--- config.mk ---
export PLATFORM = sky130hd
export DESIGN_NAME = aes_chain_writer
export DESIGN_NICKNAME = d
export VERILOG_FILES = /design/src/aes_pkg.sv /design/src/aes_chain_writer.sv
export SDC_FILE = /design/constraint.sdc
export NUM_CORES = 1
export LEC_CHECK = 0
export ABC_AREA = 1
export BUFFER_PORTS_ARGS = -buffer_cell sky130_fd_sc_hd__buf_2
export CORE_MARGIN = 4
export CORE_UTILIZATION = 35
export CTS_CLUSTER_SIZE = 14
export DETAILED_ROUTE_END_ITERATION = 10
export HOLD_SLACK_MARGIN = 0.03
export PLACE_DENSITY = 0.67
export SETUP_SLACK_MARGIN = 0.5
export SYNTH_ARGS = -nofsm -noshare
export SYNTH_HDL_FRONTEND = slang
export SYNTH_SLANG_ARGS = --single-unit
--- constraint.sdc ---
create_clock -name clk -period 2.4 [get_ports clk]
set_input_delay 0.72 -clock clk [delete_from_list [all_inputs] [get_ports clk]]
set_output_delay 0.72 -clock clk [all_outputs]
set_load 0.01 [all_outputs]
--- src/aes_pkg.sv ---
package aes_pkg;

        localparam int blk_w = 128;
        localparam int word_w = 32;
        localparam int buf_aw = 9;
        localparam int cmd_w = 2;
        localparam int n_rounds = 10;

        // host command codes, anything else runs as ecb
        localparam logic [cmd_w-1:0] cmd_ecb_enc = 2'd0;
        localparam logic [cmd_w-1:0] cmd_cbc_enc = 2'd1;

        // cipher core fsm
        localparam logic [1:0] cs_idle = 2'd0;
        localparam logic [1:0] cs_run = 2'd1;
        localparam logic [1:0] cs_ack = 2'd2;

        // job sequencer fsm
        localparam logic [2:0] s_idle = 3'd0;
        localparam logic [2:0] s_key = 3'd1;
        localparam logic [2:0] s_iv = 3'd2;
        localparam logic [2:0] s_issue = 3'd3;
        localparam logic [2:0] s_wait = 3'd4;
        localparam logic [2:0] s_release = 3'd5;
        localparam logic [2:0] s_done = 3'd6;

        // byte 0 is the most significant byte, column 0 the most significant word
        typedef union packed {
                logic [0:15][7:0] b;
                logic [0:3][word_w-1:0] c;
        } aes_state_t;

        function automatic logic [7:0] xtime(input logic [7:0] a);
                return {a[6:0], 1'b0} ^ (a[7] ? 8'h1b : 8'h00);
        endfunction

        function automatic logic [7:0] gf_mul(input logic [7:0] a, input logic [7:0] b);
                logic [7:0] p;
                logic [7:0] t;
                p = 8'h00;
                t = a;
                for (int i = 0; i < 8; i++) begin
                        if (b[i])
                                p = p ^ t;
                        t = xtime(t);
                end
                return p;
        endfunction

        function automatic logic [7:0] sbox(input logic [7:0] a);
                logic [7:0] sq;
                logic [7:0] inv;
                sq = a;
                inv = 8'h01;
                // a^254 built from a^2 .. a^128, gives 0 for a = 0
                for (int i = 1; i < 8; i++) begin
                        sq = gf_mul(sq, sq);
                        inv = gf_mul(inv, sq);
                end
                // affine map
                return inv ^ {inv[6:0], inv[7]} ^ {inv[5:0], inv[7:6]}
                        ^ {inv[4:0], inv[7:5]} ^ {inv[3:0], inv[7:4]} ^ 8'h63;
        endfunction

        // buffer words carry each 32-bit word byte reversed
        function automatic logic [blk_w-1:0] swap_words(input logic [blk_w-1:0] blk);
                logic [blk_w-1:0] s;
                for (int w = 0; w < blk_w / word_w; w++) begin
                        for (int i = 0; i < word_w / 8; i++) begin
                                s[w*word_w + i*8 +: 8] = blk[w*word_w + (word_w/8 - 1 - i)*8 +: 8];
                        end
                end
                return s;
        endfunction

endpackage
--- src/aes_chain_writer.sv ---
`timescale 1ns/100ps

module aes_chain_writer import aes_pkg::*; (
        input  logic clk,
        input  logic reset,
        input  logic blk_done,
        input  logic [blk_w-1:0] cipher_blk,
        input  logic job_start,
        output logic out_wr_en,
        output logic [buf_aw-1:0] out_wr_addr,
        output logic [blk_w-1:0] out_wr_data
);

        logic [buf_aw-1:0] wr_ptr;

        always_ff @(posedge clk) begin
                if (reset) begin
                        out_wr_en <= 1'b0;
                        wr_ptr <= '0;
                end else begin
                        out_wr_en <= blk_done;
                        // output block k lands at address k of each job
                        if (job_start)
                                wr_ptr <= '0;
                        else if (blk_done)
                                wr_ptr <= wr_ptr + 1'b1;
                end
        end

        // back to wire form on the way out
        always_ff @(posedge clk) begin
                if (blk_done) begin
                        out_wr_addr <= wr_ptr;
                        out_wr_data <= swap_words(cipher_blk);
                end
        end

endmodule

* Word level (Yosys, flattened, before mapping)
Cells that the tools add are included.
** Operators by class
- $add $sub $neg :: 1
- $mul :: 0
- Divide/modulo/power cells :: 0
- Magnitude comparators :: 0
- Eq/ne operators :: 0
- Shift operators :: 0
- Mux-type cells :: 0
- Bitwise operators :: 0
- Reductions and logical operators :: 1
** Operators by type and width (number)
- 9-bit by 1-bit adder with 9-bit output (second input constant) :: 1
- 2-bit OR reduction :: 1
** Storage, ports and cells
- Bits in registers :: 147
- Latch bits :: 0
- Bits in writable memories :: 0
- Bits in read-only memories :: 0
- Bits of input ports :: 132
- Output and inout bits :: 138
- Logic and storage cells :: 6
- Memories kept :: 0

* Longest topological paths before layout
Gate-level depths: netlist of run 1.
- Depth in word-level cells :: 1
- Mapped depth :: 7
- Gate-level depth less buffers :: 7

* Least setup slack after synthesis of run 1
OpenSTA, ideal clock, no wires.
- Path kind :: in2reg
- Start :: in job_start
- End :: reg wr_ptr[4]
- Setup time :: 58 ps
- Arrival time :: 1291 ps
- Required time :: 2342 ps
- Setup slack :: 1051 ps
- Stages on the path :: 4
- Path buffers :: 0
- Cells stage by stage :: nor2_1 -> inv_1 -> a21oi_1 -> o21a_1
** On the way
- Word-level cells in the longest chain between the ends :: 1
** RTL lines
- start, declared :: RTL line aes_chain_writer.sv:8 : input logic job_start,
- 2-bit OR reduction (no source line)
- end signal, assigned :: RTL line aes_chain_writer.sv:26 : wr_ptr <= wr_ptr + 1'b1;
- end, declared :: RTL line aes_chain_writer.sv:14 : logic [buf_aw-1:0] wr_ptr;
Every way passes these cells.
A chain may end at the register's enable or synchronous reset.

* Final worst setup path of run 1
- Start :: reg out_wr_data[35]
- End :: out out_wr_data[35]
** RTL lines
- start, declared :: RTL line aes_chain_writer.sv:11 : output logic [blk_w-1:0] out_wr_data
- start signal, assigned :: RTL line aes_chain_writer.sv:34 : out_wr_data <= swap_words(cipher_blk);
No word-level cell between the ends.

==> impl_metrics.tcl, run 1 <==
set metrics [dict create \
    dp_hpwl_um 8550 \
    cts_tree "yes" \
    crit_fanout 1 \
    synth.cell_area_mm2 0.00456 \
    syn_nets 331 \
    crit_slowest_cell "edfxtp_1" \
    finalHoldViolCount 0 \
    fin_skew_ns 0.00888 \
    critPathKind "reg2out" \
    grt_pass1_wl_um 15800 \
    path_cells "buf_2" \
    path_delay_family "flip-flops" \
    maxSlewHeadroom_pct 74.9 \
    slew_violations 0 \
    place_inst 644 \
    clock-sinks 147 \
    yosysWarnings 0 \
    hold_class "reg2reg" \
    fmax_ghz 0.598 \
    seq_area_frac_synth_pct 94.7 \
    reg2reg_from "wr_ptr[0]" \
    peakVddDrop_v 0.000475 \
    synth_cell_types 16 \
    p_per_area_mw_per_mm2 913 \
    antenna_found_initial 0 \
    cpPeakStageDelay_ns 0.39 \
    groute.usage.overall_pct 14.6 \
    rsz0062_at_grt "false" \
    syn_inst 198 \
    worst_hold_slack_ns 0.468 \
    clock_path_buffers 2 \
    power.total_mw 6.22 \
    cts-buffers-inserted 17 \
    cts.repair.resized 0 \
    required_ns 1.68 \
    grt_pass1_vias 2924 \
    drtPass1Iterations 4 \
    worstPathArrival_ns 0.95 \
    layout-drive-gt1-share_pct 60.7 \
    min_period_ns 1.67 \
    via_count 2850 \
    holdBufCountCts 0 \
    htree_levels 4 \
    fin_ws_ns 0.728 \
    ant_nets 0 \
    fin_util_pct 53.7 \
    die_h_um 122 \
    p_sw_mw 1.27 \
    root_buffer "clkbuf_16" \
    routed_wl_um 11200 \
    num_rows 41 \
    drt_first_iter_violations 165 \
    crit_start "out_wr_data[35]" \
    p_comb_share_pct 7.4 \
    core-area_mm2 0.0127 \
    cts_setup_buffers 0 \
    grt-ovfl-total 0 \
    avgSynthCellArea_um2 23.0 \
    p_sw_share_pct 20.4 \
    gp_congestion 0.685 \
    place_ws_ns 0.690 \
    status "completed" \
    grt_max_degree 45 \
    maxCapViolations 0 \
    p_int_mw 4.95 \
    clkPwrFrac_pct 43.6 \
    seqPwrFrac_pct 49.1 \
    fin_cells 676 \
    end_kind "primary output" \
    hold_start "wr_ptr[8]" \
    setup-violations-final 0 \
    diodes 0 \
    start_kind "flop" \
    die-area_mm2 0.0149 \
    fill_cells 1060 \
    io_buffers 269 \
    clk_pin_slew_ns 0.06 \
    vias_per_cell 4.22 \
    multi_input_area_um2 209 \
    regArea_mm2 0.00431 \
    leakage_nw 2.92 \
    nNetsFinal 624 \
    totalNegativeSetupSlack_ns 0 \
    insertion_delay_ns 0.41 \
    tightest_slew_ns 0.375 \
    finalCritPeriodShare_pct 69.7 \
    pin_count 270 \
    ys_ff_latch 147 \
    stdcell_area_mm2 0.00680 \
    drc 0 \
    initial_core_util_pct 36.0 \
    crit_buf_inv 1 \
    die_x_um 122 \
    areaGrowthSynthToFinish_pct 49.3 \
    placedInstanceArea_mm2 0.00619 \
    routedWlPerCell_um 16.5 \
]
worst paths after layout:
check | slack [ns] | end | depth (start not counted)
max | 0.73 | out_wr_data[35] | 1
min | 0.47 | out_wr_addr[8] | 0
max reg2reg | 1.27 | wr_ptr[8] | 7
min reg2reg | 0.47 | out_wr_addr[8] | 0
registers in the layout (all words and copies together), names as in the netlist:
| name | cells |
|---|---|
| out_wr_addr | 9 |
| out_wr_data | 128 |
| out_wr_en | 1 |
| wr_ptr | 9 |
layout make-up:
type,instances,share of cell area (%)
inverters,9,0.497
clock inverters,13,2.70
clock buffers,19,6.36
multi-input cells,42,3.07
flip-flops and latches,147,63.4
well taps,172,3.16
repair buffers,274,20.8
per-layer routing:
layer,vias to the layer above,track usage [%],share of wire (%),routed length (um)
li1,1349,-,-,-
met1,1320,15.1,35,3890
met2,157,25.2,53,5870
met3,24,6.17,10,1170
met4,0,7.35,2.2,244
met5,-,0,0,0
cells in the final DEF (no fill, tap or decap), types with 2 or more instances in the layout:
master	netlist	final
bufinv_16	0	4
buf_4	0	3
clkinv_2	0	2
edfxtp_1	137	137
nor2_1	11	11
nand3_1	4	4
inv_1	9	9
buf_12	0	2
clkinvlp_4	0	2
clkbuf_16	0	17
nor3_1	2	2
clkinv_4	0	3
buf_2	0	268
dfxtp_1	10	10
a21oi_1	5	5
clkbuf_1	0	2
nand2_1	12	12
power groups by stage:
stage | sequential (mW) | clock (mW) | combinational (mW)
CTS | 3.05 | 2.77 | 0.467
global route | 3.06 | 2.88 | 0.494
detailed placement | 3.10 | 0 | 0.466
finish | 3.05 | 2.71 | 0.457
floorplan | 3.21 | 0 | 0.00816
global placement | 3.10 | 0 | 0.459
kinds of logic after synthesis:
logic type | count (synthesis) | share of synthesized area, %
XOR/XNOR | 1 | 0.192
AND/OR/NAND/NOR | 33 | 3.30
flip-flops | 147 | 94.7
adder cells (fa/ha/maj) | 1 | 0.275
AO/OA/AOI/OAI | 7 | 0.824
buffers and inverters | 9 | 0.741
cell usage after synthesis:
| master | n | share of area [%] |
|---|---|---|
| nand2_1 | 12 | 0.99 |
| inv_1 | 9 | 0.74 |
| o21a_1 | 1 | 0.16 |
| xnor2_1 | 1 | 0.19 |
| nor2_4 | 1 | 0.25 |
| nand2_2 | 1 | 0.14 |
| edfxtp_1 | 137 | 90 |
| ha_1 | 1 | 0.27 |
| nor3_1 | 2 | 0.22 |
| dfxtp_1 | 10 | 4.4 |
| nand4_1 | 1 | 0.14 |
| nand3_1 | 4 | 0.44 |
| o21ai_0 | 1 | 0.11 |
| a21oi_1 | 5 | 0.55 |
| nand3_2 | 1 | 0.22 |
| nor2_1 | 11 | 0.91 |
worst register-to-register path, cell delays in order (launching register included):
cell and delay [ns]:
dfxtp_1 0.39, ha_1 0.18, nand2_2 0.08, nor2_4 0.17, nand3_2 0.07, nand2_1 0.06, inv_1 0.03, nor2_1 0.08
No activity file was read; power rests on OpenSTA's default activity.
==> run 2: changes to the inputs <==
--- a/config.mk
+++ b/config.mk
@@ -5,7 +5,7 @@
 export SDC_FILE = /design/constraint.sdc
 export NUM_CORES = 1
 export LEC_CHECK = 0
-export ABC_AREA = 1
+export ABC_AREA = 0
 export BUFFER_PORTS_ARGS = -buffer_cell sky130_fd_sc_hd__buf_2
 export CORE_MARGIN = 4
 export CORE_UTILIZATION = 35
==> constraint.sdc (replaced) <==
create_clock -name clk -period 1.57 [get_ports clk]
set_input_delay 0.471 -clock clk [delete_from_list [all_inputs] [get_ports clk]]
set_output_delay 0.471 -clock clk [all_outputs]
set_load 0.01 [all_outputs]
==> run 2 against run 1 <==
Effect of this change:
- first-iteration DRC count up 29%
- die area down 0.42%
- critical path depth unchanged
- utilization up 0.46 points
- synthesized cell count down 8.1%
- clock skew down 0.0014 ns
- hold slack worse by 0.23 ns
- clock power up 43%
- final cell count down 1.8%
- area after synthesis down 0.44%
==> impl_metrics.tcl, run 2 <==
set metrics [dict create \
    seq_area_frac_synth_pct 95.1 \
    hold_class "in2reg" \
    stdcell_area_mm2 0.00686 \
    crit_fanout 1 \
    reg2reg_from "wr_ptr[0]" \
    p_sw_mw 1.87 \
    crit_buf_inv 1 \
    fin_ws_ns 0.137 \
    clock-sinks 147 \
    core-area_mm2 0.0127 \
    synth_cell_types 17 \
    layout-drive-gt1-share_pct 65.4 \
    end_kind "primary output" \
    largest_reg_flops 128 \
    drc 0 \
    antenna_found_initial 0 \
    top_register "out_wr_data" \
    via_count 2825 \
    die_h_um 122 \
    grt_pass1_wl_um 16100 \
    crit_start "out_wr_data[118]" \
    hold_depth 2 \
    layout_commonest_cell "buf_2" \
    synth_enable_flop_cells 137 \
    pin_count 270 \
    start_kind "flop" \
    path_cells "buf_6" \
    p_comb_share_pct 7.7 \
    io_buffers 269 \
    drtPass1Iterations 4 \
    finalCritPeriodShare_pct 91.2 \
    grt_max_degree 62 \
    worst_hold_slack_ns 0.238 \
    num_rows 41 \
    fill_cells 1050 \
    fmax_ghz 0.698 \
    synth_area_leaders "edfxtp_1 (91%), dfxtp_1 (4.4%), xor2_1 (0.58%)" \
    tightest_slew_ns 0.320 \
    path_delay_family "flip-flops" \
    netlist.area_leader.share_pct 90.7 \
    htree_levels 4 \
    grt-ovfl-total 0 \
    place_ws_ns 0.184 \
    maxSlewHeadroom_pct 78.6 \
    status "completed" \
    mostFrequentLayoutCells "buf_2 (264), edfxtp_1 (137), clkbuf_16 (17), buf_4 (8), buf_6 (7)" \
    grt_pass1_vias 2930 \
    routedWlPerCell_um 17.3 \
    cts-buffers-inserted 17 \
    insertion_delay_ns 0.41 \
    p_per_area_mw_per_mm2 1350 \
    synth_top_area_cell "edfxtp_1" \
    slew_violations 0 \
    fin_skew_ns 0.00744 \
    maxCapViolations 0 \
    routed_wl_um 11500 \
    setup-violations-final 0 \
    power.total_mw 9.25 \
    fin_cells 664 \
    ys_ff_latch 147 \
    gp_congestion 0.770 \
    placedInstanceArea_mm2 0.00616 \
    peakVddDrop_v 0.000711 \
    p_int_mw 7.37 \
    groute.usage.overall_pct 14.9 \
    hold_start "reset" \
    synth_most_common_cell "edfxtp_1" \
    dp_hpwl_um 8750 \
    drt_first_iter_violations 213 \
    root_buffer "clkbuf_16" \
    reg_top3 "out_wr_data (128), out_wr_addr (9), wr_ptr (9)" \
    async_flop_share_pct 0 \
    fin_util_pct 54.2 \
    syn_inst 182 \
    vias_per_cell 4.25 \
    synth.cell_area_mm2 0.00454 \
    leakage_nw 2.92 \
    min_period_ns 1.43 \
    synth_commonest_cells "edfxtp_1 (137), dfxtp_1 (10), nor2_1 (5)" \
    cts_tree "yes" \
    worstPathArrival_ns 0.96 \
    crit_slowest_cell "edfxtp_1" \
    clkPwrFrac_pct 41.9 \
    clock_path_buffers 2 \
    p_sw_share_pct 20.3 \
    die-area_mm2 0.0148 \
    required_ns 1.10 \
    place_inst 625 \
    yosysWarnings 0 \
    seqPwrFrac_pct 50.4 \
    clk_pin_slew_ns 0.05 \
    syn_nets 315 \
    cp_num_cells 1 \
    finalHoldViolCount 0 \
    die_x_um 122 \
    totalNegativeSetupSlack_ns 0 \
    areaGrowthSynthToFinish_pct 51.3 \
    avgSynthCellArea_um2 24.9 \
    ys.flop_type "edfxtp_1" \
    rsz0062_at_grt "true" \
    ant_nets 0 \
    critPathKind "reg2out" \
    reg2reg_depth 4 \
    cpPeakStageDelay_ns 0.41 \
    nNetsFinal 613 \
    initial_core_util_pct 35.8 \
    diodes 0 \
]
## run 2: kinds of logic after synthesis
| group | count (synthesis) | share of synthesized area, % |
|---|---|---|
| buffers and inverters | 2 | 0.248 |
| muxes | 1 | 0.221 |
| xor gates and xnor gates | 4 | 0.772 |
| adders and majority gates | 1 | 0.276 |
| DFF | 147 | 95.1 |
| AOI/OAI and AO/OA | 8 | 0.883 |
| and+or+nand+nor | 19 | 2.51 |
## run 2: timing repair
item / CTS / global route
gates resized for setup: 13 / 10
setup endpoints to repair: 142 / 142
pin swaps: 0 / 10
gates cloned: 0 / 0
buffers inserted: 3 / 5
hold buffers: 0 / 0
## run 2: area by class of cell
| class | count | area, um2 | area share [%] |
|---|---|---|---|
| Timing Repair Buffer | 281 | 1500 | 21.9 |
| Clock inverter | 12 | 140 | 2.04 |
| Multi-Input combinational cell | 33 | 239 | 3.48 |
| Tap cell | 172 | 215 | 3.14 |
| Sequential cell | 147 | 4340 | 63.2 |
| Clock buffer | 19 | 433 | 6.31 |
## run 2: power by group through the flow
stage | clock network, mW | logic [mW] | registers (mW)
after floorplan | 0 | 0.0169 | 4.91
after global placement | 0 | 0.699 | 4.74
after detailed placement | 0 | 0.712 | 4.75
after CTS | 3.97 | 0.722 | 4.66
after global routing | 4.17 | 0.773 | 4.68
final | 3.87 | 0.715 | 4.66
## run 2: metal layers
| layer | routed length [um] | up-vias | part of all wire [%] | global-route usage (%) |
|---|---|---|---|---|
| li1 | - | 1319 | - | - |
| met3 | 1250 | 30 | 11 | 7.29 |
| met2 | 5940 | 170 | 52 | 25.2 |
| met1 | 4000 | 1306 | 35 | 15.6 |
| met4 | 324 | 0 | 2.8 | 7.21 |
| met5 | 0 | - | 0 | 0 |
## run 2: worst paths after layout
check	end	slack, ns
max	out_wr_data[118]	0.14
min	out_wr_en	0.24
max reg2reg	wr_ptr[8]	0.41
min reg2reg	out_wr_addr[8]	0.46
