## config.mk

```make
export PLATFORM = sky130hd
export DESIGN_NAME = aes_controller
export DESIGN_NICKNAME = d
export VERILOG_FILES = /design/src/aes_pkg.sv /design/src/aes_controller.sv
export SDC_FILE = /design/constraint.sdc
export NUM_CORES = 1
export LEC_CHECK = 0
export CORE_AREA = 2 2 211 213
export DETAILED_ROUTE_END_ITERATION = 10
export DIE_AREA = 0 0 213 215
export DONT_BUFFER_PORTS = 1
export PLACE_DENSITY_LB_ADDON = 0.12
export SETUP_SLACK_MARGIN = 0.05
export SYNTH_ARGS = -nofsm -noshare
export SYNTH_HDL_FRONTEND = slang
export SYNTH_SLANG_ARGS = --single-unit
```

## constraint.sdc

```tcl
create_clock -name clk -period 9.5 [get_ports clk]
set_input_delay 1.9 -clock clk [delete_from_list [all_inputs] [get_ports clk]]
set_output_delay 1.9 -clock clk [all_outputs]
set_load 0.01 [all_outputs]
```

## src/aes_pkg.sv

```systemverilog
package aes_pkg;

        localparam int blk_w = 128;
        localparam int word_w = 32;
        localparam int buf_aw = 9;
        localparam int cmd_w = 2;
        localparam int n_rounds = 10;

        // host command codes, anything else runs as ecb
        localparam logic [cmd_w-1:0] cmd_ecb_enc = 2'd0;
        localparam logic [cmd_w-1:0] cmd_cbc_enc = 2'd1;

        // cipher core fsm
        localparam logic [1:0] cs_idle = 2'd0;
        localparam logic [1:0] cs_run = 2'd1;
        localparam logic [1:0] cs_ack = 2'd2;

        // job sequencer fsm
        localparam logic [2:0] s_idle = 3'd0;
        localparam logic [2:0] s_key = 3'd1;
        localparam logic [2:0] s_iv = 3'd2;
        localparam logic [2:0] s_issue = 3'd3;
        localparam logic [2:0] s_wait = 3'd4;
        localparam logic [2:0] s_release = 3'd5;
        localparam logic [2:0] s_done = 3'd6;

        // byte 0 is the most significant byte, column 0 the most significant word
        typedef union packed {
                logic [0:15][7:0] b;
                logic [0:3][word_w-1:0] c;
        } aes_state_t;

        function automatic logic [7:0] xtime(input logic [7:0] a);
                return {a[6:0], 1'b0} ^ (a[7] ? 8'h1b : 8'h00);
        endfunction

        function automatic logic [7:0] gf_mul(input logic [7:0] a, input logic [7:0] b);
                logic [7:0] p;
                logic [7:0] t;
                p = 8'h00;
                t = a;
                for (int i = 0; i < 8; i++) begin
                        if (b[i])
                                p = p ^ t;
                        t = xtime(t);
                end
                return p;
        endfunction

        function automatic logic [7:0] sbox(input logic [7:0] a);
                logic [7:0] sq;
                logic [7:0] inv;
                sq = a;
                inv = 8'h01;
                // a^254 built from a^2 .. a^128, gives 0 for a = 0
                for (int i = 1; i < 8; i++) begin
                        sq = gf_mul(sq, sq);
                        inv = gf_mul(inv, sq);
                end
                // affine map
                return inv ^ {inv[6:0], inv[7]} ^ {inv[5:0], inv[7:6]}
                        ^ {inv[4:0], inv[7:5]} ^ {inv[3:0], inv[7:4]} ^ 8'h63;
        endfunction

        // buffer words carry each 32-bit word byte reversed
        function automatic logic [blk_w-1:0] swap_words(input logic [blk_w-1:0] blk);
                logic [blk_w-1:0] s;
                for (int w = 0; w < blk_w / word_w; w++) begin
                        for (int i = 0; i < word_w / 8; i++) begin
                                s[w*word_w + i*8 +: 8] = blk[w*word_w + (word_w/8 - 1 - i)*8 +: 8];
                        end
                end
                return s;
        endfunction

endpackage
```

## src/aes_controller.sv

```systemverilog
`timescale 1ns/100ps

module aes_controller import aes_pkg::*; (
        input  logic clk,
        input  logic reset,
        input  logic start_req,
        output logic start_ack,
        input  logic [buf_aw-1:0] blk_cnt,
        output logic latch,
        input  logic is_cbc,
        input  logic need_key,
        input  logic need_iv,
        output logic in_rd_en,
        output logic [buf_aw-1:0] in_rd_addr,
        input  logic [blk_w-1:0] in_rd_data,
        output logic core_req,
        input  logic core_ack,
        output logic key_load,
        output logic [blk_w-1:0] key_in,
        output logic [blk_w-1:0] core_in,
        input  logic [blk_w-1:0] core_out,
        output logic blk_done,
        output logic job_start
);

        logic [2:0] state;
        logic [buf_aw-1:0] rd_ptr;
        logic [buf_aw-1:0] blk_n;
        logic rd_v;
        logic [blk_w-1:0] rd_blk;
        logic [blk_w-1:0] chain;

        assign rd_blk = swap_words(in_rd_data);
        assign in_rd_addr = rd_ptr;
        assign latch = (state == s_idle) && start_req;
        assign job_start = (state == s_idle) && start_req;
        assign blk_done = (state == s_wait) && core_ack;

        // one read in flight, consumed on the cycle rd_v is high
        assign in_rd_en = !rd_v && ((state == s_key && need_key) ||
                (state == s_iv && need_iv) || state == s_issue);

        always_ff @(posedge clk) begin
                if (reset) begin
                        state <= s_idle;
                        rd_ptr <= '0;
                        blk_n <= '0;
                        rd_v <= 1'b0;
                        core_req <= 1'b0;
                        key_load <= 1'b0;
                        start_ack <= 1'b0;
                end else begin
                        rd_v <= in_rd_en;
                        case (state)
                                s_idle: begin
                                        if (start_req) begin
                                                rd_ptr <= '0;
                                                blk_n <= '0;
                                                state <= s_key;
                                        end
                                end
                                s_key: begin
                                        if (!need_key) begin
                                                state <= s_iv;
                                        end else if (rd_v) begin
                                                key_load <= 1'b1;
                                                rd_ptr <= rd_ptr + 1'b1;
                                                state <= s_iv;
                                        end
                                end
                                s_iv: begin
                                        if (!need_iv) begin
                                                state <= s_issue;
                                        end else if (rd_v) begin
                                                rd_ptr <= rd_ptr + 1'b1;
                                                state <= s_issue;
                                        end
                                end
                                s_issue: begin
                                        if (rd_v) begin
                                                core_req <= 1'b1;
                                                rd_ptr <= rd_ptr + 1'b1;
                                                state <= s_wait;
                                        end
                                end
                                s_wait: begin
                                        if (core_ack) begin
                                                // core now holds the key
                                                key_load <= 1'b0;
                                                core_req <= 1'b0;
                                                blk_n <= blk_n + 1'b1;
                                                state <= s_release;
                                        end
                                end
                                s_release: begin
                                        if (!core_ack) begin
                                                if (blk_n == blk_cnt) begin
                                                        start_ack <= 1'b1;
                                                        state <= s_done;
                                                end else begin
                                                        state <= s_issue;
                                                end
                                        end
                                end
                                s_done: begin
                                        if (!start_req) begin
                                                start_ack <= 1'b0;
                                                state <= s_idle;
                                        end
                                end
                                default: state <= s_idle;
                        endcase
                end
        end

        // chain value survives skip_key jobs
        always_ff @(posedge clk) begin
                if (state == s_key && need_key && rd_v)
                        key_in <= rd_blk;
                if (state == s_iv && need_iv && rd_v)
                        chain <= rd_blk;
                else if (blk_done)
                        chain <= core_out;
                if (state == s_issue && rd_v)
                        core_in <= is_cbc ? (rd_blk ^ chain) : rd_blk;
        end

endmodule

```

Word level (Yosys, flattened, before mapping)
Cells that the tools add are included.
- input bits: 272
- output and inout port bits: 272
- logic and storage cells: 85
- flip-flop bits (word level): 409
- reductions and logical operators: 24
- equal/unequal tests: 18
- multiplexer cells: 30
- bitwise operators: 1
- $add $sub $neg: 2
- operators by type and width (kind ; number):
    128-bit two-way mux ; 3
    128-bit XOR ; 1
    9-bit two-way mux ; 5
    9-bit case mux with 4 select lines ; 1
    3-bit two-way mux ; 10
    3-bit case mux with 7 select lines ; 1
    9-bit by 1-bit adder with 9-bit output, second input constant ; 2
    2-bit inequality test, second input constant ; 9
    9-bit case mux with 2 select lines ; 1
    4-bit AND reduction ; 3
    2-bit nonzero test ; 5
    3-bit equality test, second input constant ; 3
    9-bit equality test ; 1
    1-bit logical AND ; 8
    7-bit AND reduction ; 1
    3-bit by 2-bit equality test with 1-bit output, second input constant ; 2
    1-bit two-way mux ; 6
    3-bit inequality test, second input constant ; 2
    1-bit case mux with 2 select lines ; 3
    3-bit AND reduction ; 2
    4-bit nonzero test ; 1
    3-bit by 1-bit equality test with 1-bit output, second input constant ; 1
    3-bit logical NOT ; 1
    1-bit logical OR ; 2
    1-bit logical NOT ; 1

Logic depth before layout (Yosys ltp)
Gate-level depths: netlist of the first run.
- word-level depth: 5
- depth in mapped cells: 7

Worst setup path after synthesis of the first run
No wires, ideal clock.
- kind: input to register
- start: in need_iv
- end: reg chain[0] (enable)
- arrival: 5.150 ns
- buffers on the path: 2
- setup time: 0.492 ns
- slack: 3.858 ns
- cell stages on the path: 4
- required time: 9.008 ns
- cell sequence: nand4b_1 -> buf_2 -> buf_4 -> nand2_1
- cells in the longest elaborated chain, start to end: 3
- ends and longest elaborated chain (item ; line ; source):
    start: declaration ; aes_controller.sv:12 ; input logic need_iv,
    1-bit logical AND (2 in series) ; aes_controller.sv:120 ; if (state == s_iv && need_iv && rd_v)
    2-bit nonzero test (no source line) ; -- ;
    end signal: assignment ; aes_controller.sv:121 ; chain <= rd_blk;
    end signal: assignment ; aes_controller.sv:123 ; chain <= core_out;
    end: declaration ; aes_controller.sv:31 ; logic [blk_w-1:0] chain;
No other way between the ends.
A chain may end at the register's enable or synchronous reset.

Worst setup path after layout of the first run
- start: in start_req
- end: out latch
- cells in the longest elaborated chain, start to end: 1
- ends and longest elaborated chain (item ; line ; source):
    start: declaration ; aes_controller.sv:6 ; input logic start_req,
    1-bit logical AND ; -- ;
    end: declaration ; aes_controller.sv:9 ; output logic latch,
No other way between the ends.

==> run summary, run 1 <==
The run finished with clean final reports. The post-synthesis cell area came out at 0.0162 mm^2. After detailed routing, the number of remaining DRC violations is 0. The number of antenna violations at the first check in global routing came out at 9.

The largest stage delay on the critical path came out at 0.83 ns. The part of the total power dissipated in the clock network came out at 0.423. The final number of max-transition violations came out at 0.

The area of all sequential standard cells is 0.0120 mm^2. The wire length per cell is 24.3 um. The power consumption is 3.96 mW. The total vias in the final route came out at 7835. The floorplan die height came out at 215 um. The number of cells after detailed placement is 1530.

The aggregate global routing overflow came out at 0. The total internal power came out at 3.10 mW. The signal on the critical path passes through inv_1 -> nor4_1.

The instance count of the mapped netlist is 971. The number of buffers created by CTS is 45. The clock tree from TritonCTS is built. After clock tree synthesis, the setup repair step added 0 buffers. Setup repair after global routing left no endpoint under its margin.

The via count of the first global-routing pass was 7919. The area taken by multi-input logic gates came out at 0.00390 mm^2. At the pin with the least slew margin, the transition time is 1.09 ns.

The clock tree synthesis step divided the H-tree into 2 levels. Wires add up to 39400 um. The fraction of layout instances using a drive strength above 1 came out at 0.0873. The routed via count divided by cell count is 4.85.

The average instance in the mapped netlist occupies 16.7 um^2. Broken down by cell family, the worst path's largest delay share belongs to simple AND/OR/NAND/NOR gates. The worst clock skew on the final layout is 0.0150 ns. The cell type of the slowest stage on the worst timing path is nor4_1.

Counting every net in the synthesized netlist gives 1245. The number of max-cap violations is 0. The worst relative slew slack came out at 0.266.

The number of nets at the end of the flow came out at 1259. The width of the chip came out at 213 um. The initial utilization of the core area, before any placement, comes to 0.371. The clock network latency to the later pin of the worst-skew pair came out at 0.57 ns. The share of total power in sequential cells is 0.526. For this run, the number of Yosys warnings is 0. Counting both buffers and inverters, the worst setup path holds a total of 1. The startpoint class of the critical path is an input port. The post-CTS clock slew at the launch and capture registers of the worst setup and hold paths came out at 0.05 ns. The most common library cell in the layout ignoring fill and taps is edfxtp_1. The share of the yosys chip area belonging to registers is 0.743.

The layout has 3921 filler cells. The die covers 0.0458 mm^2. The worst-case clock buffer depth came out at 3.

Leaving out fill and tap cells, the most frequent cells in the layout are edfxtp_1 (384), nand2_1 (148), xnor2_1 (140). The net switching power is 856 uW. The maximum number of pins on one net before global-route repair is 129. The buffer type at the clock tree root is clkbuf_16. The total negative slack for setup checks came out at 0 ns. In this run, post-CTS repair resized a total of 0 instances. In the synthesized netlist the async set-or-reset flop fraction comes to 0. STA classifies the critical path endpoint as a primary output. The required time of the critical path is 7.60 ns.

The count of endpoints failing hold in the final timing report came out at 0. Among all flip-flop cells after synthesis, the most frequent one is edfxtp_1. The share of the clock period used by the worst path after layout came out at 0.493. The row count is 77. The global placement routability congestion came out at 0.783.

The number of sinks handled by clock tree synthesis is 409. The first TritonRoute pass finished after 4 iterations. Across the VDD grid, the largest voltage drop is 134 uV.

The I/O pin count came out at 544. Synthesis inferred 409 register bits. In this run the static leakage power is 5.75 nW. The count of input and output buffers is 0. The final core utilization came out at 0.416. The half-perimeter wire length after placement came out at 26600 um. The switching power share of the total came out at 0.216. The path type of the worst min-delay path is flop to flop. The netlist uses 47 different library cells. In the global route stage, overall resource usage came out at 0.168. The detail route stage leaves a number of antenna-violating nets equal to 0.

Of all nets on the critical path, the largest fanout is 5. The number of DRC markers in iteration 0 is 432. The signed area change from the synthesized netlist to the final layout is 12.1%.

The hold buffer count at CTS is 0. After the flow finishes, the layout carries non-filler instances totaling 1617. The critical path arrival is 2.78 ns. Setup violations remaining at the end of the flow were counted as 0.

The shortest clock period the worst path allows after layout is 4.68 ns. For this design the ratio of total power to cell area is 218 mW/mm^2. The number of synthesized flops with an enable pin is 384. The maximum achievable frequency is 213 MHz.

The part of the total power dissipated in combinational logic came out at 0.051. The global-route wire length before repair came out at 55700 um. The critical path class is input port to primary output.

The area of the core is 0.0436 mm^2.
## worst min-delay path, cell delays in order, from the launching register on
cell and delay [ns]:
dfxtp_1 0.35, nand2_1 0.07, a21oi_1 0.05
## synthesized netlist by cell type (2+ instances only)
library cell,count,area share
nor2b_1,4,0.0015
nand4_1,8,0.0031
buf_4,3,0.0014
nor3_1,5,0.0015
nand4b_1,2,0.0011
nand2_1,149,0.035
inv_1,4,0.00093
nor2_1,21,0.0049
buf_2,7,0.0022
dfxtp_1,25,0.031
or3_1,2,0.00077
buf_6,11,0.0077
clkbuf_1,16,0.0037
xnor2_1,140,0.076
mux2_1,118,0.082
mux2_2,12,0.0083
nand3_1,6,0.0019
nor4_2,2,0.0015
ha_1,2,0.0015
o21ai_0,3,0.00093
a21oi_1,10,0.0031
and3_1,3,0.0012
edfxtp_1,384,0.71
xor2_1,9,0.0049
o21ai_1,2,0.00062
nor4_1,2,0.00077
## cell families after synthesis
logic type	after synthesis	synth area share
buffers and inverters	43	0.0163
AOI/OAI and AO/OA	26	0.0107
DFF	409	0.743
adders and majority gates	2	0.00155
and+or+nand+nor	211	0.0564
muxes	131	0.0911
xor gates and xnor gates	149	0.0806
## routing by layer
metal | part of all wire | wire [um] | vias to the layer above | GRT usage
li1 | - | - | 3587 | -
met1 | 0.38 | 14800 | 3845 | 0.192
met2 | 0.50 | 19900 | 335 | 0.283
met3 | 0.092 | 3640 | 62 | 0.0704
met4 | 0.025 | 999 | 6 | 0.0517
met5 | 0.0010 | 41 | - | 0
## final timing paths
path,from,end,slack [ns],cells after the start
worst max-delay path,start_req,latch,4.82,2
worst min-delay path,blk_n[1],blk_n[1],0.51,2
worst max register to register,state[0],key_in[126],6.16,3
worst min register to register,blk_n[1],blk_n[1],0.51,2
## power by group through the flow
stage | combinational (mW) | sequential, mW | clock, mW
2_1_floorplan | 0.199 | 2.10 | 0
3_3_place_gp | 0.202 | 2.12 | 0
3_5_place_dp | 0.206 | 2.12 | 0
4_1_cts | 0.207 | 2.08 | 1.73
5_1_grt | 0.227 | 2.09 | 1.79
6_report | 0.203 | 2.08 | 1.67
## registers in the layout (all words and copies together) (netlist names)
register	count
in_rd_addr	9
core_in	128
state	3
chain	128
start_ack	1
rd_v	1
key_load	1
key_in	128
blk_n	9
core_req	1
## layout make-up
cell class,instances,share of cell area
flip-flops and latches,409,0.663
well taps,592,0.0408
repair buffers,5,0.00207
clock buffers,56,0.0667
diodes,6,0.000827
clock inverters,25,0.0104
inverters,5,0.00131
multi-input cells,519,0.215
## through the flow
step | setup slack [ns] | area [um^2] | hold slack, ns
after global placement | 4.82 | 16700 | 0.499
after global routing | 4.76 | 18100 | 0.550
final | 4.82 | 18100 | 0.509
after floorplan | 3.86 | 16200 | 0.473
after CTS | 4.81 | 18100 | 0.519
after detailed placement | 4.81 | 16700 | 0.512
Power figures use the tool's default switching activity.
==> run 2, diff against run 1 <==
clock period = 4.2 ns   (was 9.5 ns; I/O delays follow)
==> run 2 against run 1 <==
Against the previous run: wire length is 0.40% higher; die area unchanged; setup slack lost 3.6 ns.
==> run summary, run 2 (synthesis gave the netlist of run 1 again) <==
The fraction of layout instances using a drive strength above 1 came out at 0.0978 (+0.0104). The global-route wire length before repair came out at 56000 um (+0.71%). The residual DRC count is 0 (unchanged). In this run the most critical hold path is launched from reset. The number of max-cap violations came to 0 (unchanged). The aggregate global-route resource usage came to 0.169 (+0.00138). The worst setup path is captured at a primary output.

The slack of the worst reg-to-reg path is 1.57 ns (-4.59 ns). The count of cells along the worst hold path came out at 1 (-1). The capture point of the worst reg-to-reg path is chain[99]. The area of the core came out at 0.0436 mm^2 (unchanged). The number of nets at the end of the flow came to 1261 (+0.16%). The maximum number of pins on one net before global-route repair is 129 (unchanged). The number of buffers created by CTS came out at 45 (unchanged). The routed via count divided by cell count came to 4.75 (-1.9%). The highest ir drop seen on vdd came out at 245 uV (+82%). The floorplan die height came to 215 um (unchanged).

The highest fanout seen on the critical path came to 18 (+13). The leakage dissipation came out at 5.81 nW (+1.0%). In the layout the commonest cells are edfxtp_1 (384), nand2_1 (148), xnor2_1 (140). The library cell used most frequently in the layout, excluding fill and tap cells, is edfxtp_1. The I/O pin count is 544 (unchanged). TritonCTS built the clock tree. The setup path with the least slack is of type flop to primary output. The number of antenna violations at the first check in global routing is 16 (+7). The aggregate global routing overflow is 0 (unchanged).

The worst-case clock buffer depth came out at 3 (unchanged). The total negative slack for setup checks came out at 0 ns (unchanged). The quantity of gates resized following cts came out at 0 (unchanged). The half-perimeter wire length after placement came out at 26800 um (+0.86%). Counting I/O delays and the setup requirement, the final critical path takes 2.97 ns.

The share of the clock period used by the worst path after layout came out at 0.708. The power per standard cell area is 498 mW/mm^2 (+130%). The width of the chip is 213 um (unchanged). Setup repair after global routing left no endpoint under its margin. The wire length per cell was 24.3 um (-0.21%). The count of endpoints failing hold in the final timing report is 0 (unchanged).

The number of sinks handled by clock tree synthesis is 409 (unchanged). The required time of the critical path came out at 3.36 ns (-4.24 ns). The via count of the first global-routing pass came to 7877 (-0.53%). The global placement routability congestion is 0.768 (-2.0%).

The worst hold path terminates at rd_v. The count of antenna-violating nets left after detailed routing is 0 (unchanged). The path class of the tightest hold or removal check is input port to flop. The die area is 0.0458 mm^2 (unchanged). The flow ran to the end, and the final reports show no timing, DRC or antenna violations. The number of DRC markers in iteration 0 came out at 417 (-3.5%). The count of filler cells inserted in the layout came to 3920 (-0.026%). The worst setup timing slack at the placement stage is 1.55 ns (-3.25 ns). The maximum achievable frequency came out at 336 MHz. The count of input and output buffers came out at 0 (unchanged). In the final layout, the registers with the most flip-flops are chain x128, core_in x128, key_in x128.

The final number of max-transition violations came out at 0 (unchanged). The buffer type at the clock tree root is clkbuf_16. The initial cell density of the core is 0.371 (unchanged). The signed area change from the synthesized netlist to the final layout is 13.2%. The worst relative slew slack came out at 0.282 (+0.0158). The total iterations of the first detailed-routing run came out at 4 (unchanged). The clock network latency to the later pin of the worst-skew pair was 0.56 ns (about the same). The worst register-to-register path begins at state[2].

The hold buffer count at CTS is 0 (unchanged). The final critical-path setup slack came out at 1.23 ns (-3.59 ns). The final core utilization came out at 0.420 (+0.00378). The worst slack on hold paths is 0.339 ns (-0.170 ns). The post-CTS clock slew at the launch and capture registers of the worst setup and hold paths came out at 0.06 ns (about the same). The worst clock skew on the final layout is 0.00876 ns (-0.00628 ns).

The depth of the CTS H-tree is 2 (unchanged). The slew of the pin with the lowest slew margin is 1.07 ns (-0.0235 ns). The buffers inserted during post-CTS setup optimization came out at 0 (unchanged).

The count of endpoints failing setup in the final report is 0 (unchanged). STA classifies the critical path startpoint as a flop. The critical path arrival came to 2.13 ns (-0.65 ns).

The total vias in the final route came out at 7732 (-1.3%). The sum of routed wire length over all layers was 39500 um (+0.40%). The number of cells traversed by the worst register-to-register path came out at 4 (+1). The row count came out at 77 (unchanged).
[run 2: routing by layer]
metal	wire, um	track usage	part of all wire	up-vias
met4	1060	0.0562	0.027	4
met1	14500	0.190	0.37	3724
met3	3950	0.0732	0.10	72
li1	-	-	-	3595
met5	28	0	0.00071	-
met2	19900	0.286	0.50	337
[run 2: worst max path at each step]
stage / startpoint / endpoint / slack [ns] / depth (start not counted)
final: state[0] / in_rd_en / 1.23 / 2
after global placement: state[0] / key_in[74] / 1.59 / 3
after detailed placement: state[2] / chain[68] / 1.55 / 4
after CTS: state[0] / in_rd_en / 1.24 / 2
after floorplan: state[0] / core_in[0] / 0.43 / 4
after global routing: state[0] / in_rd_en / 1.08 / 2
[run 2: layout make-up]
cell class                 instances  area, um^2  area share
antenna                           12        30.0     0.00164
clock buffer                      56        1230      0.0672
inverter                           5        23.8     0.00130
sequential                       409       12000       0.657
tap                              592         741      0.0404
multi-input combinational        519        3910       0.214
clock inverter                    27         245      0.0134
timing repair buffer               7         103     0.00560
[run 2: power by group]
| part | switching (mW) | internal (mW) | total (mW) | leakage [nW] |
|---|---|---|---|---|
| sequential | 0.113 | 4.59 | 4.71 | 3.66 |
| combinational | 0.256 | 0.206 | 0.461 | 1.43 |
| clock | 1.62 | 2.33 | 3.95 | 0.723 |
| total | 1.99 | 7.13 | 9.11 | 5.81 |
[run 2: stage by stage]
step                total power, mW  instance area [um^2]  instances
floorplan                      5.19                 16200        971
global placement               5.25                 16800       1532
detailed placement             5.26                 16800       1532
CTS                            9.24                 18300       1615
global route                   9.46                 18300       1624
finish                         9.11                 18300       1627
[run 2: worst max-delay path: stages, from the launching register on]
cell      delay [ns]
dfxtp_1         0.73
o21ai_1         0.20
a211oi_1        0.65
